[config.mk]
export PLATFORM = sky130hd
export DESIGN_NAME = oflow_core_top
export DESIGN_NICKNAME = d
export VERILOG_FILES = /design/src/verilog/oflow_core_pkg.sv /design/src/verilog/oflow_mem_pkg.sv /design/src/verilog/oflow_core_fsm.sv /design/src/verilog/oflow_core_top.sv /design/src/verilog/oflow_frame_buffer.sv /design/src/verilog/oflow_match_resolve.sv /design/src/verilog/oflow_pe_engine.sv /design/src/verilog/oflow_set_divider.sv
export SDC_FILE = /design/constraint.sdc
export NUM_CORES = 1
export LEC_CHECK = 0
export BUFFER_PORTS_ARGS = -buffer_cell sky130_fd_sc_hd__buf_2
export CAP_MARGIN = 20
export CORE_MARGIN = 5
export CORE_UTILIZATION = 57
export DETAILED_ROUTE_END_ITERATION = 8
export HOLD_SLACK_MARGIN = 0.12
export PLACE_DENSITY = 0.73
export SETUP_SLACK_MARGIN = 0.5
export SLEW_MARGIN = 0
export SYNTH_ARGS = -nofsm -noshare
export SYNTH_HDL_FRONTEND = slang
export SYNTH_SLANG_ARGS = --single-unit
[constraint.sdc]
create_clock -name clk -period 5.14 [get_ports clk]
set_clock_uncertainty 0.15 [all_clocks]
set_input_delay 0.771 -clock clk [delete_from_list [all_inputs] [get_ports clk]]
set_output_delay 0.771 -clock clk [all_outputs]
set_load 0.02 [all_outputs]
[src/verilog/oflow_core_pkg.sv]
// optical flow core control constants
package oflow_core_pkg;

	// ------------------------------------------------------------------
	// frame and set geometry
	// ------------------------------------------------------------------
	// lanes per set
	localparam int PE_NUM = 4;
	// boxes per frame, upper bound
	localparam int MAX_BBOX = 16;
	// box count, 0 to MAX_BBOX
	localparam int BBOX_CNT_W = 5;
	// set count, 0 to MAX_BBOX / PE_NUM
	localparam int SET_W = 3;
	// committed frame counter
	localparam int FRAME_NUM_W = 8;
	// more unmatched boxes than this drops the frame
	localparam int CONFLICT_TH = 8;

	// ------------------------------------------------------------------
	// core fsm states
	// ------------------------------------------------------------------
	typedef enum logic [2:0] {
		idle_st,
		set_variables_st,
		pe_st,
		conflict_resolve_st,
		write_st
	} core_state_t;

endpackage

[src/verilog/oflow_mem_pkg.sv]
// box memory and distance widths
package oflow_mem_pkg;

	// one box coordinate
	localparam int COORD_W = 8;

	// |dx| + |dy|, one carry bit over a coordinate
	localparam int DIST_W = 9;

	// slot address inside a frame
	localparam int BBOX_ADDR_W = 4;

	// distance at or below this counts as a match
	localparam int MATCH_TH = 16;

endpackage

[src/verilog/oflow_core_fsm.sv]
// core frame state machine
module oflow_core_fsm import oflow_core_pkg::*; (
	input  logic                   clk,
	input  logic                   reset_N,
	input  logic                   start,
	input  logic                   new_frame_from_dma,
	input  logic                   new_set_from_dma,
	input  logic [BBOX_CNT_W-1:0]  num_of_bbox_in_frame,
	input  logic                   done_pe,
	input  logic                   done_cr,
	input  logic                   conflict_counter_th,
	input  logic                   done_write,
	output logic                   ready_new_frame,
	output logic                   ready_new_set,
	output logic                   start_pe,
	output logic                   start_cr,
	output logic                   start_write_mem,
	output logic                   valid_id,
	output logic [FRAME_NUM_W-1:0] frame_num,
	output logic [SET_W-1:0]       num_of_sets,
	output logic [BBOX_CNT_W-1:0]  counter_of_remain_bboxes
);

	core_state_t state;
	core_state_t next_state;

	logic                  start_div;
	logic                  div_complete;
	logic                  div_complete_d;
	logic                  div_rise;
	logic [BBOX_CNT_W-1:0] quotient;
	logic [BBOX_CNT_W-1:0] remainder;
	logic [SET_W-1:0]      quotient_reg;
	logic [BBOX_CNT_W-1:0] remainder_reg;
	logic                  set_accept;

	// ------------------------------------------------------------------
	// box count / PE_NUM
	// ------------------------------------------------------------------
	oflow_set_divider u_divider (
		.clk          (clk),
		.reset_N      (reset_N),
		.start_div    (start_div),
		.dividend     (num_of_bbox_in_frame),
		.div_complete (div_complete),
		.quotient     (quotient),
		.remainder    (remainder)
	);

	// complete is a level, only its rising edge counts
	assign div_rise = div_complete & ~div_complete_d;

	// partial last set needs one more
	assign num_of_sets = quotient_reg + SET_W'(remainder_reg != '0);

	assign ready_new_set = (state == pe_st) && (counter_of_remain_bboxes != '0);
	assign set_accept    = new_set_from_dma & ready_new_set;

	always_ff @(posedge clk or negedge reset_N) begin
		if (!reset_N) begin
			state          <= idle_st;
			div_complete_d <= 1'b0;
			start_div      <= 1'b0;
			valid_id       <= 1'b0;
		end else begin
			state          <= next_state;
			div_complete_d <= div_complete;
			// divider kick on leaving idle
			start_div      <= (state == idle_st) && (next_state == set_variables_st);
			// one cycle, first cycle of write
			valid_id       <= (state != write_st) && (next_state == write_st);
		end
	end

	// quotient and remainder latched on the complete edge
	always_ff @(posedge clk or negedge reset_N) begin
		if (!reset_N) begin
			quotient_reg  <= '0;
			remainder_reg <= '0;
		end else if (state == set_variables_st && div_rise) begin
			quotient_reg  <= quotient[SET_W-1:0];
			remainder_reg <= remainder;
		end
	end

	// boxes still to be delivered in this frame
	always_ff @(posedge clk or negedge reset_N) begin
		if (!reset_N) begin
			counter_of_remain_bboxes <= '0;
		end else if (state == set_variables_st) begin
			counter_of_remain_bboxes <= num_of_bbox_in_frame;
		end else if (state == pe_st && set_accept) begin
			if (counter_of_remain_bboxes > BBOX_CNT_W'(PE_NUM))
				counter_of_remain_bboxes <= counter_of_remain_bboxes - BBOX_CNT_W'(PE_NUM);
			else
				counter_of_remain_bboxes <= '0;
		end
	end

	// committed frames, back to zero on a drop
	always_ff @(posedge clk or negedge reset_N) begin
		if (!reset_N)
			frame_num <= '0;
		else if (state == conflict_resolve_st && conflict_counter_th)
			frame_num <= '0;
		else if (state == write_st && done_write)
			frame_num <= frame_num + 1'b1;
	end

	// ------------------------------------------------------------------
	// next state and start pulses
	// ------------------------------------------------------------------
	always_comb begin
		next_state      = state;
		ready_new_frame = 1'b0;
		start_pe        = 1'b0;
		start_cr        = 1'b0;
		start_write_mem = 1'b0;
		case (state)
			idle_st: begin
				ready_new_frame = 1'b1;
				if (start || new_frame_from_dma)
					next_state = set_variables_st;
			end
			set_variables_st: begin
				if (div_rise) begin
					start_pe   = 1'b1;
					next_state = pe_st;
				end
			end
			pe_st: begin
				// first frame has no history to resolve against
				if (done_pe && frame_num == '0) begin
					start_write_mem = 1'b1;
					next_state      = write_st;
				end else if (done_pe) begin
					start_cr   = 1'b1;
					next_state = conflict_resolve_st;
				end
			end
			conflict_resolve_st: begin
				if (conflict_counter_th) begin
					next_state = idle_st;
				end else if (done_cr) begin
					start_write_mem = 1'b1;
					next_state      = write_st;
				end
			end
			write_st: begin
				if (done_write)
					next_state = idle_st;
			end
			default: next_state = idle_st;
		endcase
	end

endmodule

[src/verilog/oflow_core_top.sv]
// optical flow tracker core top
module oflow_core_top import oflow_core_pkg::*; import oflow_mem_pkg::*; (
	input  logic                            clk,
	input  logic                            reset_N,
	input  logic                            start,
	input  logic                            new_frame_from_dma,
	input  logic                            new_set_from_dma,
	input  logic [BBOX_CNT_W-1:0]          num_of_bbox_in_frame,
	input  logic [PE_NUM-1:0][COORD_W-1:0] set_x,
	input  logic [PE_NUM-1:0][COORD_W-1:0] set_y,
	output logic                            ready_new_frame,
	output logic                            ready_new_set,
	output logic                            valid_id,
	output logic [FRAME_NUM_W-1:0]         frame_num,
	output logic [MAX_BBOX-1:0]            match_mask,
	output logic                            frame_dropped
);

	logic                           start_pe, start_cr, start_write_mem;
	logic                           done_pe, done_cr, done_write;
	logic                           conflict_counter_th;
	logic [SET_W-1:0]               num_of_sets;
	logic [SET_W-1:0]               set_index;
	logic [BBOX_CNT_W-1:0]          counter_of_remain_bboxes;
	logic [PE_NUM-1:0][COORD_W-1:0] hist_x, hist_y;
	logic [PE_NUM-1:0][DIST_W-1:0]  lane_dist;
	logic [PE_NUM-1:0]              lane_valid;
	logic                           dist_valid;

	// drop decision leaves as the frame end marker
	assign frame_dropped = conflict_counter_th;

	oflow_core_fsm u_fsm (.*);

	oflow_pe_engine u_engine (.*);

	oflow_frame_buffer u_buffer (.*);

	oflow_match_resolve u_resolve (.*);

endmodule

[src/verilog/oflow_frame_buffer.sv]
// current and history box memories
module oflow_frame_buffer import oflow_core_pkg::*; import oflow_mem_pkg::*; (
	input  logic                            clk,
	input  logic                            reset_N,
	input  logic [SET_W-1:0]               set_index,
	input  logic                            new_set_from_dma,
	input  logic                            ready_new_set,
	input  logic [PE_NUM-1:0][COORD_W-1:0] set_x,
	input  logic [PE_NUM-1:0][COORD_W-1:0] set_y,
	input  logic                            start_write_mem,
	output logic [PE_NUM-1:0][COORD_W-1:0] hist_x,
	output logic [PE_NUM-1:0][COORD_W-1:0] hist_y,
	output logic                            done_write
);

	logic [MAX_BBOX-1:0][COORD_W-1:0] cur_mem_x;
	logic [MAX_BBOX-1:0][COORD_W-1:0] cur_mem_y;
	logic [MAX_BBOX-1:0][COORD_W-1:0] hist_mem_x;
	logic [MAX_BBOX-1:0][COORD_W-1:0] hist_mem_y;
	logic [BBOX_ADDR_W-1:0]           base_addr;

	// first slot of the set
	assign base_addr = BBOX_ADDR_W'(set_index * PE_NUM);

	// history read, same set slot as the incoming boxes
	always_comb begin
		for (int i = 0; i < PE_NUM; i++) begin
			hist_x[i] = hist_mem_x[base_addr + BBOX_ADDR_W'(i)];
			hist_y[i] = hist_mem_y[base_addr + BBOX_ADDR_W'(i)];
		end
	end

	always_ff @(posedge clk or negedge reset_N) begin
		if (!reset_N) begin
			cur_mem_x  <= '0;
			cur_mem_y  <= '0;
			hist_mem_x <= '0;
			hist_mem_y <= '0;
			done_write <= 1'b0;
		end else begin
			done_write <= start_write_mem;
			// new set lands in current, same edge as scoring
			if (new_set_from_dma && ready_new_set) begin
				for (int i = 0; i < PE_NUM; i++) begin
					cur_mem_x[base_addr + BBOX_ADDR_W'(i)] <= set_x[i];
					cur_mem_y[base_addr + BBOX_ADDR_W'(i)] <= set_y[i];
				end
			end
			// commit, whole frame becomes history
			if (start_write_mem) begin
				hist_mem_x <= cur_mem_x;
				hist_mem_y <= cur_mem_y;
			end
		end
	end

endmodule

[src/verilog/oflow_match_resolve.sv]
// match flags and conflict scan
module oflow_match_resolve import oflow_core_pkg::*; import oflow_mem_pkg::*; (
	input  logic                           clk,
	input  logic                           reset_N,
	input  logic                           dist_valid,
	input  logic [SET_W-1:0]              set_index,
	input  logic [PE_NUM-1:0][DIST_W-1:0] lane_dist,
	input  logic [PE_NUM-1:0]             lane_valid,
	input  logic                           start_pe,
	input  logic                           start_cr,
	input  logic [BBOX_CNT_W-1:0]         num_of_bbox_in_frame,
	output logic [MAX_BBOX-1:0]           match_mask,
	output logic                           done_cr,
	output logic                           conflict_counter_th
);

	logic [BBOX_ADDR_W-1:0] wr_base;
	logic [BBOX_CNT_W-1:0]  scan_idx;
	logic [BBOX_CNT_W-1:0]  unmatched;
	logic                   scan_busy;

	// set_index has moved past the scored set by dist_valid
	assign wr_base = BBOX_ADDR_W'((set_index - 1'b1) * PE_NUM);

	always_ff @(posedge clk or negedge reset_N) begin
		if (!reset_N) begin
			match_mask <= '0;
		end else if (start_pe) begin
			match_mask <= '0;
		end else if (dist_valid) begin
			for (int i = 0; i < PE_NUM; i++)
				if (lane_valid[i])
					match_mask[wr_base + BBOX_ADDR_W'(i)] <= lane_dist[i] <= DIST_W'(MATCH_TH);
		end
	end

	// ------------------------------------------------------------------
	// scan all slots, one per cycle, then one result cycle
	// ------------------------------------------------------------------
	always_ff @(posedge clk or negedge reset_N) begin
		if (!reset_N) begin
			scan_busy           <= 1'b0;
			scan_idx            <= '0;
			unmatched           <= '0;
			done_cr             <= 1'b0;
			conflict_counter_th <= 1'b0;
		end else begin
			done_cr             <= 1'b0;
			conflict_counter_th <= 1'b0;
			if (start_cr) begin
				scan_busy <= 1'b1;
				scan_idx  <= '0;
				unmatched <= '0;
			end else if (scan_busy && scan_idx == BBOX_CNT_W'(MAX_BBOX)) begin
				scan_busy           <= 1'b0;
				// too many lost boxes, frame is dropped
				conflict_counter_th <= unmatched > BBOX_CNT_W'(CONFLICT_TH);
				done_cr             <= unmatched <= BBOX_CNT_W'(CONFLICT_TH);
			end else if (scan_busy) begin
				scan_idx <= scan_idx + 1'b1;
				// only slots inside this frame count
				if (scan_idx < num_of_bbox_in_frame && !match_mask[scan_idx[BBOX_ADDR_W-1:0]])
					unmatched <= unmatched + 1'b1;
			end
		end
	end

endmodule

[src/verilog/oflow_pe_engine.sv]
// per lane distance scoring engine
module oflow_pe_engine import oflow_core_pkg::*; import oflow_mem_pkg::*; (
	input  logic                            clk,
	input  logic                            reset_N,
	input  logic                            start_pe,
	input  logic                            new_set_from_dma,
	input  logic                            ready_new_set,
	input  logic [PE_NUM-1:0][COORD_W-1:0] set_x,
	input  logic [PE_NUM-1:0][COORD_W-1:0] set_y,
	input  logic [PE_NUM-1:0][COORD_W-1:0] hist_x,
	input  logic [PE_NUM-1:0][COORD_W-1:0] hist_y,
	input  logic [SET_W-1:0]               num_of_sets,
	input  logic [BBOX_CNT_W-1:0]          counter_of_remain_bboxes,
	output logic [SET_W-1:0]               set_index,
	output logic [PE_NUM-1:0][DIST_W-1:0]  lane_dist,
	output logic [PE_NUM-1:0]              lane_valid,
	output logic                            dist_valid,
	output logic                            done_pe
);

	logic set_accept;

	function automatic logic [COORD_W-1:0] abs_diff(input logic [COORD_W-1:0] a,
	                                                input logic [COORD_W-1:0] b);
		return (a > b) ? a - b : b - a;
	endfunction

	assign set_accept = new_set_from_dma & ready_new_set;

	// manhattan distance per lane, lanes past the count marked invalid
	always_ff @(posedge clk) begin
		if (set_accept) begin
			for (int i = 0; i < PE_NUM; i++) begin
				lane_dist[i]  <= DIST_W'(abs_diff(set_x[i], hist_x[i]))
				               + DIST_W'(abs_diff(set_y[i], hist_y[i]));
				lane_valid[i] <= BBOX_CNT_W'(i) < counter_of_remain_bboxes;
			end
		end
	end

	// set counter, dist_valid one cycle after accept
	always_ff @(posedge clk or negedge reset_N) begin
		if (!reset_N) begin
			set_index  <= '0;
			dist_valid <= 1'b0;
			done_pe    <= 1'b0;
		end else begin
			dist_valid <= set_accept;
			// during dist_valid set_index already counts the scored set
			done_pe    <= dist_valid && (set_index == num_of_sets);
			if (start_pe)
				set_index <= '0;
			else if (set_accept && set_index < num_of_sets)
				set_index <= set_index + 1'b1;
		end
	end

endmodule

[src/verilog/oflow_set_divider.sv]
// sequential divider for sets per frame
module oflow_set_divider import oflow_core_pkg::*; (
	input  logic                  clk,
	input  logic                  reset_N,
	input  logic                  start_div,
	input  logic [BBOX_CNT_W-1:0] dividend,
	output logic                  div_complete,
	output logic [BBOX_CNT_W-1:0] quotient,
	output logic [BBOX_CNT_W-1:0] remainder
);

	logic [BBOX_CNT_W-1:0] partial;
	logic [BBOX_CNT_W-1:0] step_cnt;
	logic                  busy;
	logic                  fits;

	// shift next dividend bit into the partial remainder
	assign partial = {remainder[BBOX_CNT_W-2:0], quotient[BBOX_CNT_W-1]};
	assign fits    = (partial >= BBOX_CNT_W'(PE_NUM));

	always_ff @(posedge clk or negedge reset_N) begin
		if (!reset_N) begin
			busy         <= 1'b0;
			step_cnt     <= '0;
			quotient     <= '0;
			remainder    <= '0;
			div_complete <= 1'b0;
		end else if (start_div) begin
			// quotient reg starts as the dividend, shifts out msb first
			busy         <= 1'b1;
			step_cnt     <= BBOX_CNT_W'(BBOX_CNT_W);
			quotient     <= dividend;
			remainder    <= '0;
			div_complete <= 1'b0;
		end else if (busy && step_cnt == '0) begin
			// all bits done, hold complete until next start
			busy         <= 1'b0;
			div_complete <= 1'b1;
		end else if (busy) begin
			// restoring step, one quotient bit per cycle
			step_cnt  <= step_cnt - 1'b1;
			quotient  <= {quotient[BBOX_CNT_W-2:0], fits};
			remainder <= fits ? partial - BBOX_CNT_W'(PE_NUM) : partial;
		end
	end

endmodule
Yosys cells after proc, flatten, opt, wreduce, memory -nomap -nowiden
Index checks and enable logic that the tools add are counted.
{"block": "totals", "ff_bits": 631, "in_bits": 74, "output_inout_bits": 28, "wordCells": 339}
{"block": "op_classes", "add_sub_neg": 35, "magnitude_cmp": 39, "n_eq_ne": 11, "muxes": 118, "bitwise_logic": 3, "reduce_logical": 41}
{"op": "128-bit bitwise mux", "n": 8}
{"op": "8-bit binary-select mux with 4-bit select", "n": 6}
{"op": "16-bit 2-to-1 mux", "n": 12}
{"op": "8-bit 2-to-1 mux", "n": 22}
{"op": "8-bit subtractor", "n": 16}
{"op": "5-bit 2-to-1 mux", "n": 20}
{"op": "8-bit demux with 4-bit select", "n": 3}
{"op": "16-bit bitwise mux", "n": 4}
{"op": "8-bit greater-than comparator", "n": 8}
{"op": "4-bit by 5-bit less-than comparator with 1-bit output (second input constant)", "n": 9}
{"op": "8-bit by 8-bit adder with 9-bit output", "n": 4}
{"op": "9-bit by 5-bit <= comparator with 1-bit output (second input constant)", "n": 4}
{"op": "8-bit binary-select mux with 2-bit select", "n": 2}
{"op": "4-bit by 1-bit >= comparator with 1-bit output (second input constant)", "n": 8}
{"op": "3-bit 2-to-1 mux", "n": 9}
{"op": "1-bit 2-to-1 mux", "n": 24}
{"op": "1-bit logical AND", "n": 22}
{"op": "2-bit nonzero test", "n": 9}
{"op": "4-bit by 2-bit adder with 4-bit output (second input constant)", "n": 4}
{"op": "8-bit demux with 2-bit select", "n": 1}
{"op": "3-bit one-hot mux with 5 select lines", "n": 1}
{"op": "1-bit demux with 4-bit select", "n": 3}
{"op": "5-bit by 1-bit adder with 5-bit output (second input constant)", "n": 2}
{"op": "1-bit by 5-bit less-than comparator with 1-bit output (first input constant)", "n": 2}
{"op": "other kinds (35)", "n": 44}

Longest topological paths before layout
Gate-level depths: netlist (run 1).
{"block": "depth", "depth_word": 21, "depth_mapped": 18, "depth_no_buf": 16}

Cells and area by module
Synthesis (run 1) repeated with hierarchy kept, for this count alone.
{"block": "hier_totals", "cells_unflattened": 2540, "area_unflattened_um2": 32809.0}
{"mod": "oflow_frame_buffer", "instances": 1, "cells_per_inst": 1162, "area_per_inst_um2": 20484.6, "seq_area_each_um2": 12837.3}
{"mod": "oflow_pe_engine", "instances": 1, "cells_per_inst": 990, "area_per_inst_um2": 8376.8, "seq_area_each_um2": 1326.3}
{"mod": "oflow_match_resolve", "instances": 1, "cells_per_inst": 171, "area_per_inst_um2": 1681.6, "seq_area_each_um2": 725.7}
{"mod": "oflow_core_fsm", "instances": 1, "cells_per_inst": 133, "area_per_inst_um2": 1411.4, "seq_area_each_um2": 675.6}
{"mod": "oflow_set_divider", "instances": 1, "cells_per_inst": 84, "area_per_inst_um2": 854.6, "seq_area_each_um2": 425.4}

Worst setup path after synthesis (run 1)
OpenSTA, ideal clock, no wires.
{"block": "synth_timing", "path_type": "reg2reg", "startpoint": "reg u_engine.set_index[0]", "endpoint": "reg u_engine.lane_dist[7] in the netlist's numbering, data pin", "setup_ps": 258, "t_arrival_ps": 4593, "t_required_ps": 4732, "path_slack_ps": 139, "path_stages_with_launch": 17, "path_buffers": 3, "period_less_slack_ps": 5001, "path_cell_list": "dfrtp_1 > clkbuf_1 > buf_2 > mux4_2 > ha_1 > buf_2 > a211oi_1 > o21bai_1 > o21ai_2 > mux2_2 > ha_1 > a21o_1 > a21oi_1 > nor2b_1 > o21a_1 > o41a_1 > xor2_1"}
{"block": "synth_between", "elab_chain_cells": 5, "word_cells_on_any_way": 13, "classes_between": "5 x add/sub; 2 x order compare; 6 x mux"}
{"element": "start: declaration", "line_no": "oflow_pe_engine.sv:14", "rtl": "output logic [SET_W-1:0] set_index,"}
{"element": "start signal: assignment", "line_no": "oflow_pe_engine.sv:54", "rtl": "set_index <= set_index + 1'b1;"}
{"element": "8-bit binary-select mux with 2-bit select, on equally long branches", "line_no": "oflow_frame_buffer.sv:28, oflow_frame_buffer.sv:29"}
{"element": "8-bit 2-to-1 mux, on equally long branches", "line_no": "oflow_frame_buffer.sv:28, oflow_frame_buffer.sv:29"}
{"element": "8-bit subtractor / 8-bit greater-than comparator (equally long branches)", "line_no": "oflow_pe_engine.sv:25", "rtl": "return (a > b) ? a - b : b - a;"}
{"element": "8-bit 2-to-1 mux", "line_no": "oflow_pe_engine.sv:25"}
{"element": "8-bit by 8-bit adder with 9-bit output *", "line_no": "oflow_pe_engine.sv:35", "rtl": "+ DIST_W'(abs_diff(set_y[i], hist_y[i]));"}
{"element": "end signal: indexed assignment", "line_no": "oflow_pe_engine.sv:34", "rtl": "lane_dist[i] <= DIST_W'(abs_diff(set_x[i], hist_x[i]))"}
{"element": "end: declaration", "line_no": "oflow_pe_engine.sv:15", "rtl": "output logic [PE_NUM-1:0][DIST_W-1:0] lane_dist,"}
Mark *: on every way between the ends. The rest lies on a longest branch, timed or not. The select of a mux whose other input is x is not followed.
A chain may end at the register's enable or synchronous reset.

Worst setup path in the final report (run 1)
{"block": "layout_timing", "startpoint": "reg u_engine.set_index[0]", "endpoint": "reg u_engine.lane_dist[34] in the netlist's numbering, data pin"}
{"block": "layout_between", "elab_chain_cells": 6, "word_cells_on_any_way": 14, "classes_between": "6 x add/sub; 2 x order compare; 6 x mux"}
{"element": "4-bit by 2-bit adder with 4-bit output *", "line_no": "oflow_frame_buffer.sv:28, oflow_frame_buffer.sv:29"}
{"element": "8-bit binary-select mux with 4-bit select, on equally long branches", "line_no": "oflow_frame_buffer.sv:28, oflow_frame_buffer.sv:29"}
{"element": "8-bit 2-to-1 mux, on equally long branches", "line_no": "oflow_frame_buffer.sv:28, oflow_frame_buffer.sv:29"}
{"element": "8-bit subtractor / 8-bit greater-than comparator (equally long branches)", "line_no": "oflow_pe_engine.sv:25"}
{"element": "8-bit 2-to-1 mux", "line_no": "oflow_pe_engine.sv:25"}
{"element": "8-bit by 8-bit adder with 9-bit output *", "line_no": "oflow_pe_engine.sv:35"}
Marks and branches as above.

==> flow_summary.toml, run 1 <==
[route]
drc = 0
wirelength_um = 69700
wl_per_cell_um = 19.3
viasPerCell = 5.73
drt_iter0_drc = 1188
drtAntennaViolNets = 0
dr_total_vias = 20700
drt-pass1-iter-count = 5

[worst_setup_path]
cpMaxStageDelayCell = "mux4_2"
ff2ff_path_depth = 17
worst-r2r-setup-slack_ns = 0.65
max_stage_delay_ns = 0.51
r2r_end = "u_engine.lane_dist[34]"
cp_max_fo = 11
arrival_ns = 4.69
cp_top_family = "compound AO/OA/AOI/OAI gates"
crit_chain = "buf_12 -> buf_12 -> buf_4 -> mux4_2 -> ha_1 -> a211oi_1 -> o21bai_1 -> o21ai_2 -> buf_6 -> mux2_2 -> a21oi_2 -> xnor2_1 -> ha_1 -> nor3_2 -> nor2_1 -> o41ai_2 -> xnor2_1"
critPathBufInv = 4
critPathRequiredTime_ns = 5.33
rr_startpoint = "u_engine.set_index[0]"
cp-startpoint = "u_engine.set_index[0]"
path_class = "reg2reg"
cp-end-kind = "register"
startpoint_type = "register"

[sta]
setup-violations-final = 0
worst_pin_slew_ns = 0.944
period_share_pct = 87.5
maxSlewHeadroom_pct = 37.1
maxSlewViolCount = 0
grt_setup_unrepaired = "yes"
finalSetupTns_ns = 0
hold_violations = 0
max_freq_mhz = 222
setup_slack_ns = 0.645
finalCriticalPeriod_ns = 4.49

[placement]
post-dp-hpwl_um = 46900
place_congestion = 0.881
place_ws_ns = 0.0846
portBuffers = 101
place_area_sq_um = 33200

[floorplan]
fp-row-count = 86
io_pins = 102
floorplan.initialDensity_pct = 57.7
dieArea_sq_um = 60700
die_w_um = 246
coreArea_sq_um = 55200
die_h_um = 246

[synth]
synth-edff-count = 40
syn_avg_cell_area_sq_um = 11.7
seq_area_frac_synth_pct = 50.2
syn_nets = 2989
ys_warn_count = 0
ys_ff_latch = 631
netlist_instances = 2712
synth_area_sq_um = 31900
synth-async-reset-ratio_pct = 93.7
synth.distinct_cells = 76
ys.flop_type = "dfrtp_1"

[finish]
utilization_pct = 65.1
layout_common_cells = "dfrtp_1, nand2_1, mux2_1"
layout-drive-gt1-share_pct = 17.2
fin_area_sq_um = 35900
fillers = 4153
syn_to_final_growth_pct = 12.8
finish.net_count = 3091
final_common_cell = "dfrtp_1"

[clocking]
root_buffer = "clkbuf_16"
clkTransAtPathRegs_ns = 0.06
cts_sinks = 631
ctsHoldBuffers = 0
cts_tree = "built"
cts_made_buffers = 69
clock_latency_ns = 0.59
htreeDepth = 3
clock_path_buffers = 3

[pwr]
leakage_nw = 17.5
swShare_pct = 32.4
switching_power_mw = 5.71
seqPwrFrac_pct = 40.1
irDropWorstVdd_v = 0.000308
intPower_mw = 11.9
p_per_area_nw_per_um2 = 490
clock_power_share_pct = 27.7
combPwrFrac_pct = 32.2

[global_route]
track_usage_pct = 23.0
grt_overflow_total = 0
grt_max_degree = 121
grt_pass1_wl_um = 113000
grt_pass1_vias = 21500
grt_antenna_before_repair = 4

[job]
max_cap_violations = 0

[run_status]
status = "completed"

[hold_path]
hold_class = "in2async"
-- synthesized netlist by cell type, types with 22 or more instances --
library cell | instances | area share, %
xor2_1 | 25 | 0.69
nand3_1 | 32 | 0.50
dfrtp_1 | 591 | 46
mux2_1 | 247 | 8.7
nand2_1 | 304 | 3.6
nand4_1 | 22 | 0.43
xnor2_1 | 65 | 1.8
o21ai_1 | 172 | 2.7
inv_1 | 183 | 2.2
o21ai_0 | 90 | 1.4
clkbuf_1 | 51 | 0.60
a21o_1 | 33 | 0.78
mux2i_1 | 51 | 1.6
ha_1 | 183 | 7.2
buf_4 | 27 | 0.64
mux2_2 | 75 | 2.7
edfxtp_1 | 40 | 3.8
buf_2 | 59 | 0.93
a21oi_1 | 87 | 1.4
nor2_1 | 64 | 0.75
mux4_2 | 64 | 4.5
-- cells by family after synthesis --
logic type	share of synthesized area, %
flip-flops	50.2
AND/OR/NAND/NOR	7.30
AO/OA/AOI/OAI	9.37
multiplexers	17.8
buffers and inverters	4.39
adder cells (fa/ha/maj)	8.44
XOR/XNOR	2.47
-- power groups by stage --
| stage | Clock [mW] | Combinational (mW) | Sequential (mW) |
|---|---|---|---|
| 2_1_floorplan | 0 | 4.07 | 6.89 |
| 3_3_place_gp | 0 | 5.09 | 7.11 |
| 3_5_place_dp | 0 | 5.30 | 7.20 |
| 4_1_cts | 4.99 | 5.48 | 7.07 |
| 5_1_grt | 5.21 | 6.32 | 7.21 |
| 6_report | 4.88 | 5.67 | 7.07 |
-- worst max-delay path by stage --
stage | end | slack [ns] | cells past startpoint
final | u_engine.lane_dist[34] | 0.65 | 17
after global routing | u_engine.lane_dist[34] | 0.42 | 18
after CTS | u_engine.lane_dist[7] | 0.50 | 17
after detailed placement | u_engine.lane_dist[34] | 0.08 | 15
after global placement | u_engine.lane_dist[34] | 0.14 | 15
after floorplan | u_engine.lane_dist[7] | 0.51 | 16
-- per-layer routing --
layer	up-vias	GRT usage [%]	share of wire (%)	routed length, um
li1	9733	-	-	-
met1	10500	29.2	41	28700
met2	384	41.0	52	36200
met3	136	3.74	3.8	2680
met4	4	6.84	3.0	2090
met5	-	0	0.036	25
-- metrics by stage --
stage	std cells	total power, mW	hold WS, ns
final	3617	17.6	0.125
after global routing	3616	18.7	0.182
after detailed placement	3470	12.5	0.249
after global placement	3469	12.2	0.240
after CTS	3600	17.5	0.139
after floorplan	2712	11.0	0.225
-- layout make-up --
class,instances,area (sq um),share of cell area (%)
Clock inverter,29,299,0.832
Antenna cell,1,2.50,0.00696
Tap cell,748,936,2.60
Inverter,183,687,1.91
Sequential cell,631,16000,44.5
Multi-Input combinational cell,1757,14800,41.1
Timing Repair Buffer,172,1260,3.52
Clock buffer,96,1960,5.46
-- repair_timing --
| item | in CTS | in global routing |
|---|---|---|
| setup endpoints to repair | 15 | 12 |
| cloned | 0 | 0 |
| pin swaps | 0 | 12 |
| resized for setup | 4 | 52 |
| buffers inserted | 5 | 15 |
No activity file was read; power rests on OpenSTA's default activity.
==> run 2: changes to the inputs <==
--- a/config.mk
+++ b/config.mk
@@ -8,10 +8,10 @@
 export BUFFER_PORTS_ARGS = -buffer_cell sky130_fd_sc_hd__buf_2
 export CAP_MARGIN = 20
 export CORE_MARGIN = 5
-export CORE_UTILIZATION = 57
+export CORE_UTILIZATION = 25
 export DETAILED_ROUTE_END_ITERATION = 8
 export HOLD_SLACK_MARGIN = 0.12
-export PLACE_DENSITY = 0.73
+export PLACE_DENSITY = 0.36
 export SETUP_SLACK_MARGIN = 0.5
 export SLEW_MARGIN = 0
 export SYNTH_ARGS = -nofsm -noshare
==> flow_summary.toml, run 2 (same netlist as run 1, synthesis figures left out) <==
[sta]
period_share_pct = 88.8
worst_pin_slew_ns = 1.06
maxSlewViolCount = 0
hold_violations = 0
finalSetupTns_ns = 0
max_freq_mhz = 219
finalCriticalPeriod_ns = 4.57
maxSlewHeadroom_pct = 28.5
setup-violations-final = 0
grt_setup_unrepaired = "yes"

[floorplan]
io_pins = 102
fp-row-count = 131
dieArea_sq_um = 135000
coreArea_sq_um = 127000
floorplan.initialDensity_pct = 25.1
die_h_um = 367
die_w_um = 367

[hold_path]
whs_path_depth = 0
min_from = "u_fsm.u_divider.div_complete"
holdPathEnd = "u_fsm.div_complete_d"
hold_class = "reg2reg"

[route]
drtAntennaViolNets = 0
drc = 0
wirelength_um = 86300
drt_iter0_drc = 1004
dr_total_vias = 20700
viasPerCell = 4.52
drt-pass1-iter-count = 5
wl_per_cell_um = 18.8

[finish]
final_common_cell = "dfrtp_1"
fillers = 12900
syn_to_final_growth_pct = 19.4
layout_common_cells = "dfrtp_1, nand2_1, mux2_1"
finish.net_count = 3135
layout-drive-gt1-share_pct = 19.0

[job]
max_cap_violations = 0

[worst_setup_path]
crit_chain = "buf_16 -> buf_16 -> mux4_2 -> inv_1 -> ha_1 -> nand4_1 -> or2_2 -> o21ai_2 -> mux2i_2 -> xnor2_2 -> buf_4 -> ha_1 -> nor2b_1 -> o21ai_0 -> nand2b_1 -> a21o_1 -> a21oi_2 -> o21ai_0"
cp_top_family = "multiplexers"
r2r_end = "u_engine.lane_dist[17]"
max_stage_delay_ns = 0.55
cp-end-kind = "register"
critPathBufInv = 4
path_class = "reg2reg"
worst-r2r-setup-slack_ns = 0.57
arrival_ns = 4.78
cp_max_fo = 14
critPathRequiredTime_ns = 5.35
worst-path-stages = 18
startpoint_type = "register"
cpMaxStageDelayCell = "mux4_2"
ff2ff_path_depth = 18
rr_startpoint = "u_engine.set_index[0]"

[pwr]
irDropWorstVdd_v = 0.000274
combPwrFrac_pct = 32.2
seqPwrFrac_pct = 37.3
switching_power_mw = 6.13
leakage_nw = 17.9
swShare_pct = 32.4
finalPower_mw = 18.9
clock_power_share_pct = 30.5
intPower_mw = 12.8
p_per_area_nw_per_um2 = 498

[global_route]
track_usage_pct = 12.7
grt_antenna_before_repair = 23
grt_pass1_wl_um = 135000
grt_pass1_vias = 21900
grt_overflow_total = 0
grt_max_degree = 111

[clocking]
cts_tree = "built"
clock_path_buffers = 3
clock_latency_ns = 0.64
htreeDepth = 3
root_buffer = "clkbuf_16"
cts_sinks = 631
clkTransAtPathRegs_ns = 0.06
cts_made_buffers = 77

[placement]
post-dp-hpwl_um = 58400
portBuffers = 101
place_congestion = 0.791

[run_status]
status = "completed"
==> run 2: changes by cell type in the layout (fill, tap and decap cells not counted), sizes merged, moves of 3 or more <==
cell / delta
clkbuf: +23
clkinv: -4
buf: +34
diode: +4
bufinv: +3
clkinvlp: -7
==> run 2: cell type report <==
type                            count  area (sq um)  area share (%)
Antenna cell                        5          12.5          0.0329
Clock buffer                      118          2390            6.27
Clock inverter                     22           312           0.819
Inverter                          183           687            1.81
Multi-Input combinational cell   1757         14900            39.2
Sequential cell                   631         16000            42.1
Tap cell                         1662          2080            5.47
Timing Repair Buffer              208          1660            4.37
==> run 2: routing by layer <==
| metal | global-route usage, % | part of all wire (%) | up-vias |
|---|---|---|---|
| met5 | 0 | 0.13 | - |
| li1 | - | - | 9849 |
| met2 | 21.3 | 48 | 310 |
| met3 | 3.02 | 4.6 | 120 |
| met1 | 16.7 | 46 | 10400 |
| met4 | 3.11 | 2.1 | 18 |
==> run 2: stage by stage <==
stage	hold WS, ns	instance area, sq um	util, %	cells	worst slack (ns)
2_1_floorplan	0.225	31900	-	2712	0.514
3_3_place_gp	0.238	34500	27.2	4398	0.340
3_5_place_dp	0.256	34500	27.2	4398	0.292
4_1_cts	0.233	37600	29.6	4562	0.501
5_1_grt	0.258	38000	29.9	4581	0.428
6_report	0.260	38000	29.9	4586	0.574
==> run 2: what timing repair did <==
action                                  CTS  global route
hold buffers                              1             0
buffers inserted                         22            18
hold endpoints to repair                 89             0
pin swaps                                 3             8
gates cloned                              1             1
gates resized for setup                  26            42
endpoints found under the setup margin   11            15
==> run 2: worst reg2reg max path, delay by kind of cell (launching register included) <==
| kind | cells | cell delay (ns) |
|---|---|---|
| mux | 2 | 0.83 |
| compound gates | 5 | 0.78 |
| simple gates | 4 | 0.77 |
| buf+inv | 4 | 0.63 |
| fa+ha+maj | 2 | 0.52 |
| flops | 1 | 0.49 |
| xor+xnor | 1 | 0.13 |
==> run 2: how the worst max path moves through the flow <==
stage / startpoint / end / slack (ns)
floorplan: u_engine.set_index[1] / u_engine.lane_dist[7] / 0.51
global route: u_engine.set_index[0] / u_engine.lane_dist[7] / 0.43
finish: u_engine.set_index[0] / u_engine.lane_dist[17] / 0.57
CTS: u_engine.set_index[0] / u_engine.lane_dist[7] / 0.50
detailed placement: u_engine.set_index[1] / u_engine.lane_dist[26] / 0.29
global placement: u_engine.set_index[1] / u_engine.lane_dist[34] / 0.34
==> run 2: power by group through the flow <==
stage               Sequential, mW  Combinational, mW  Clock (mW)
global placement              7.15               5.52           0
CTS                           7.07               5.99        6.00
global route                  7.22               6.83        6.16
finish                        7.06               6.10        5.76
detailed placement            7.20               5.61           0
floorplan                     6.89               4.07           0
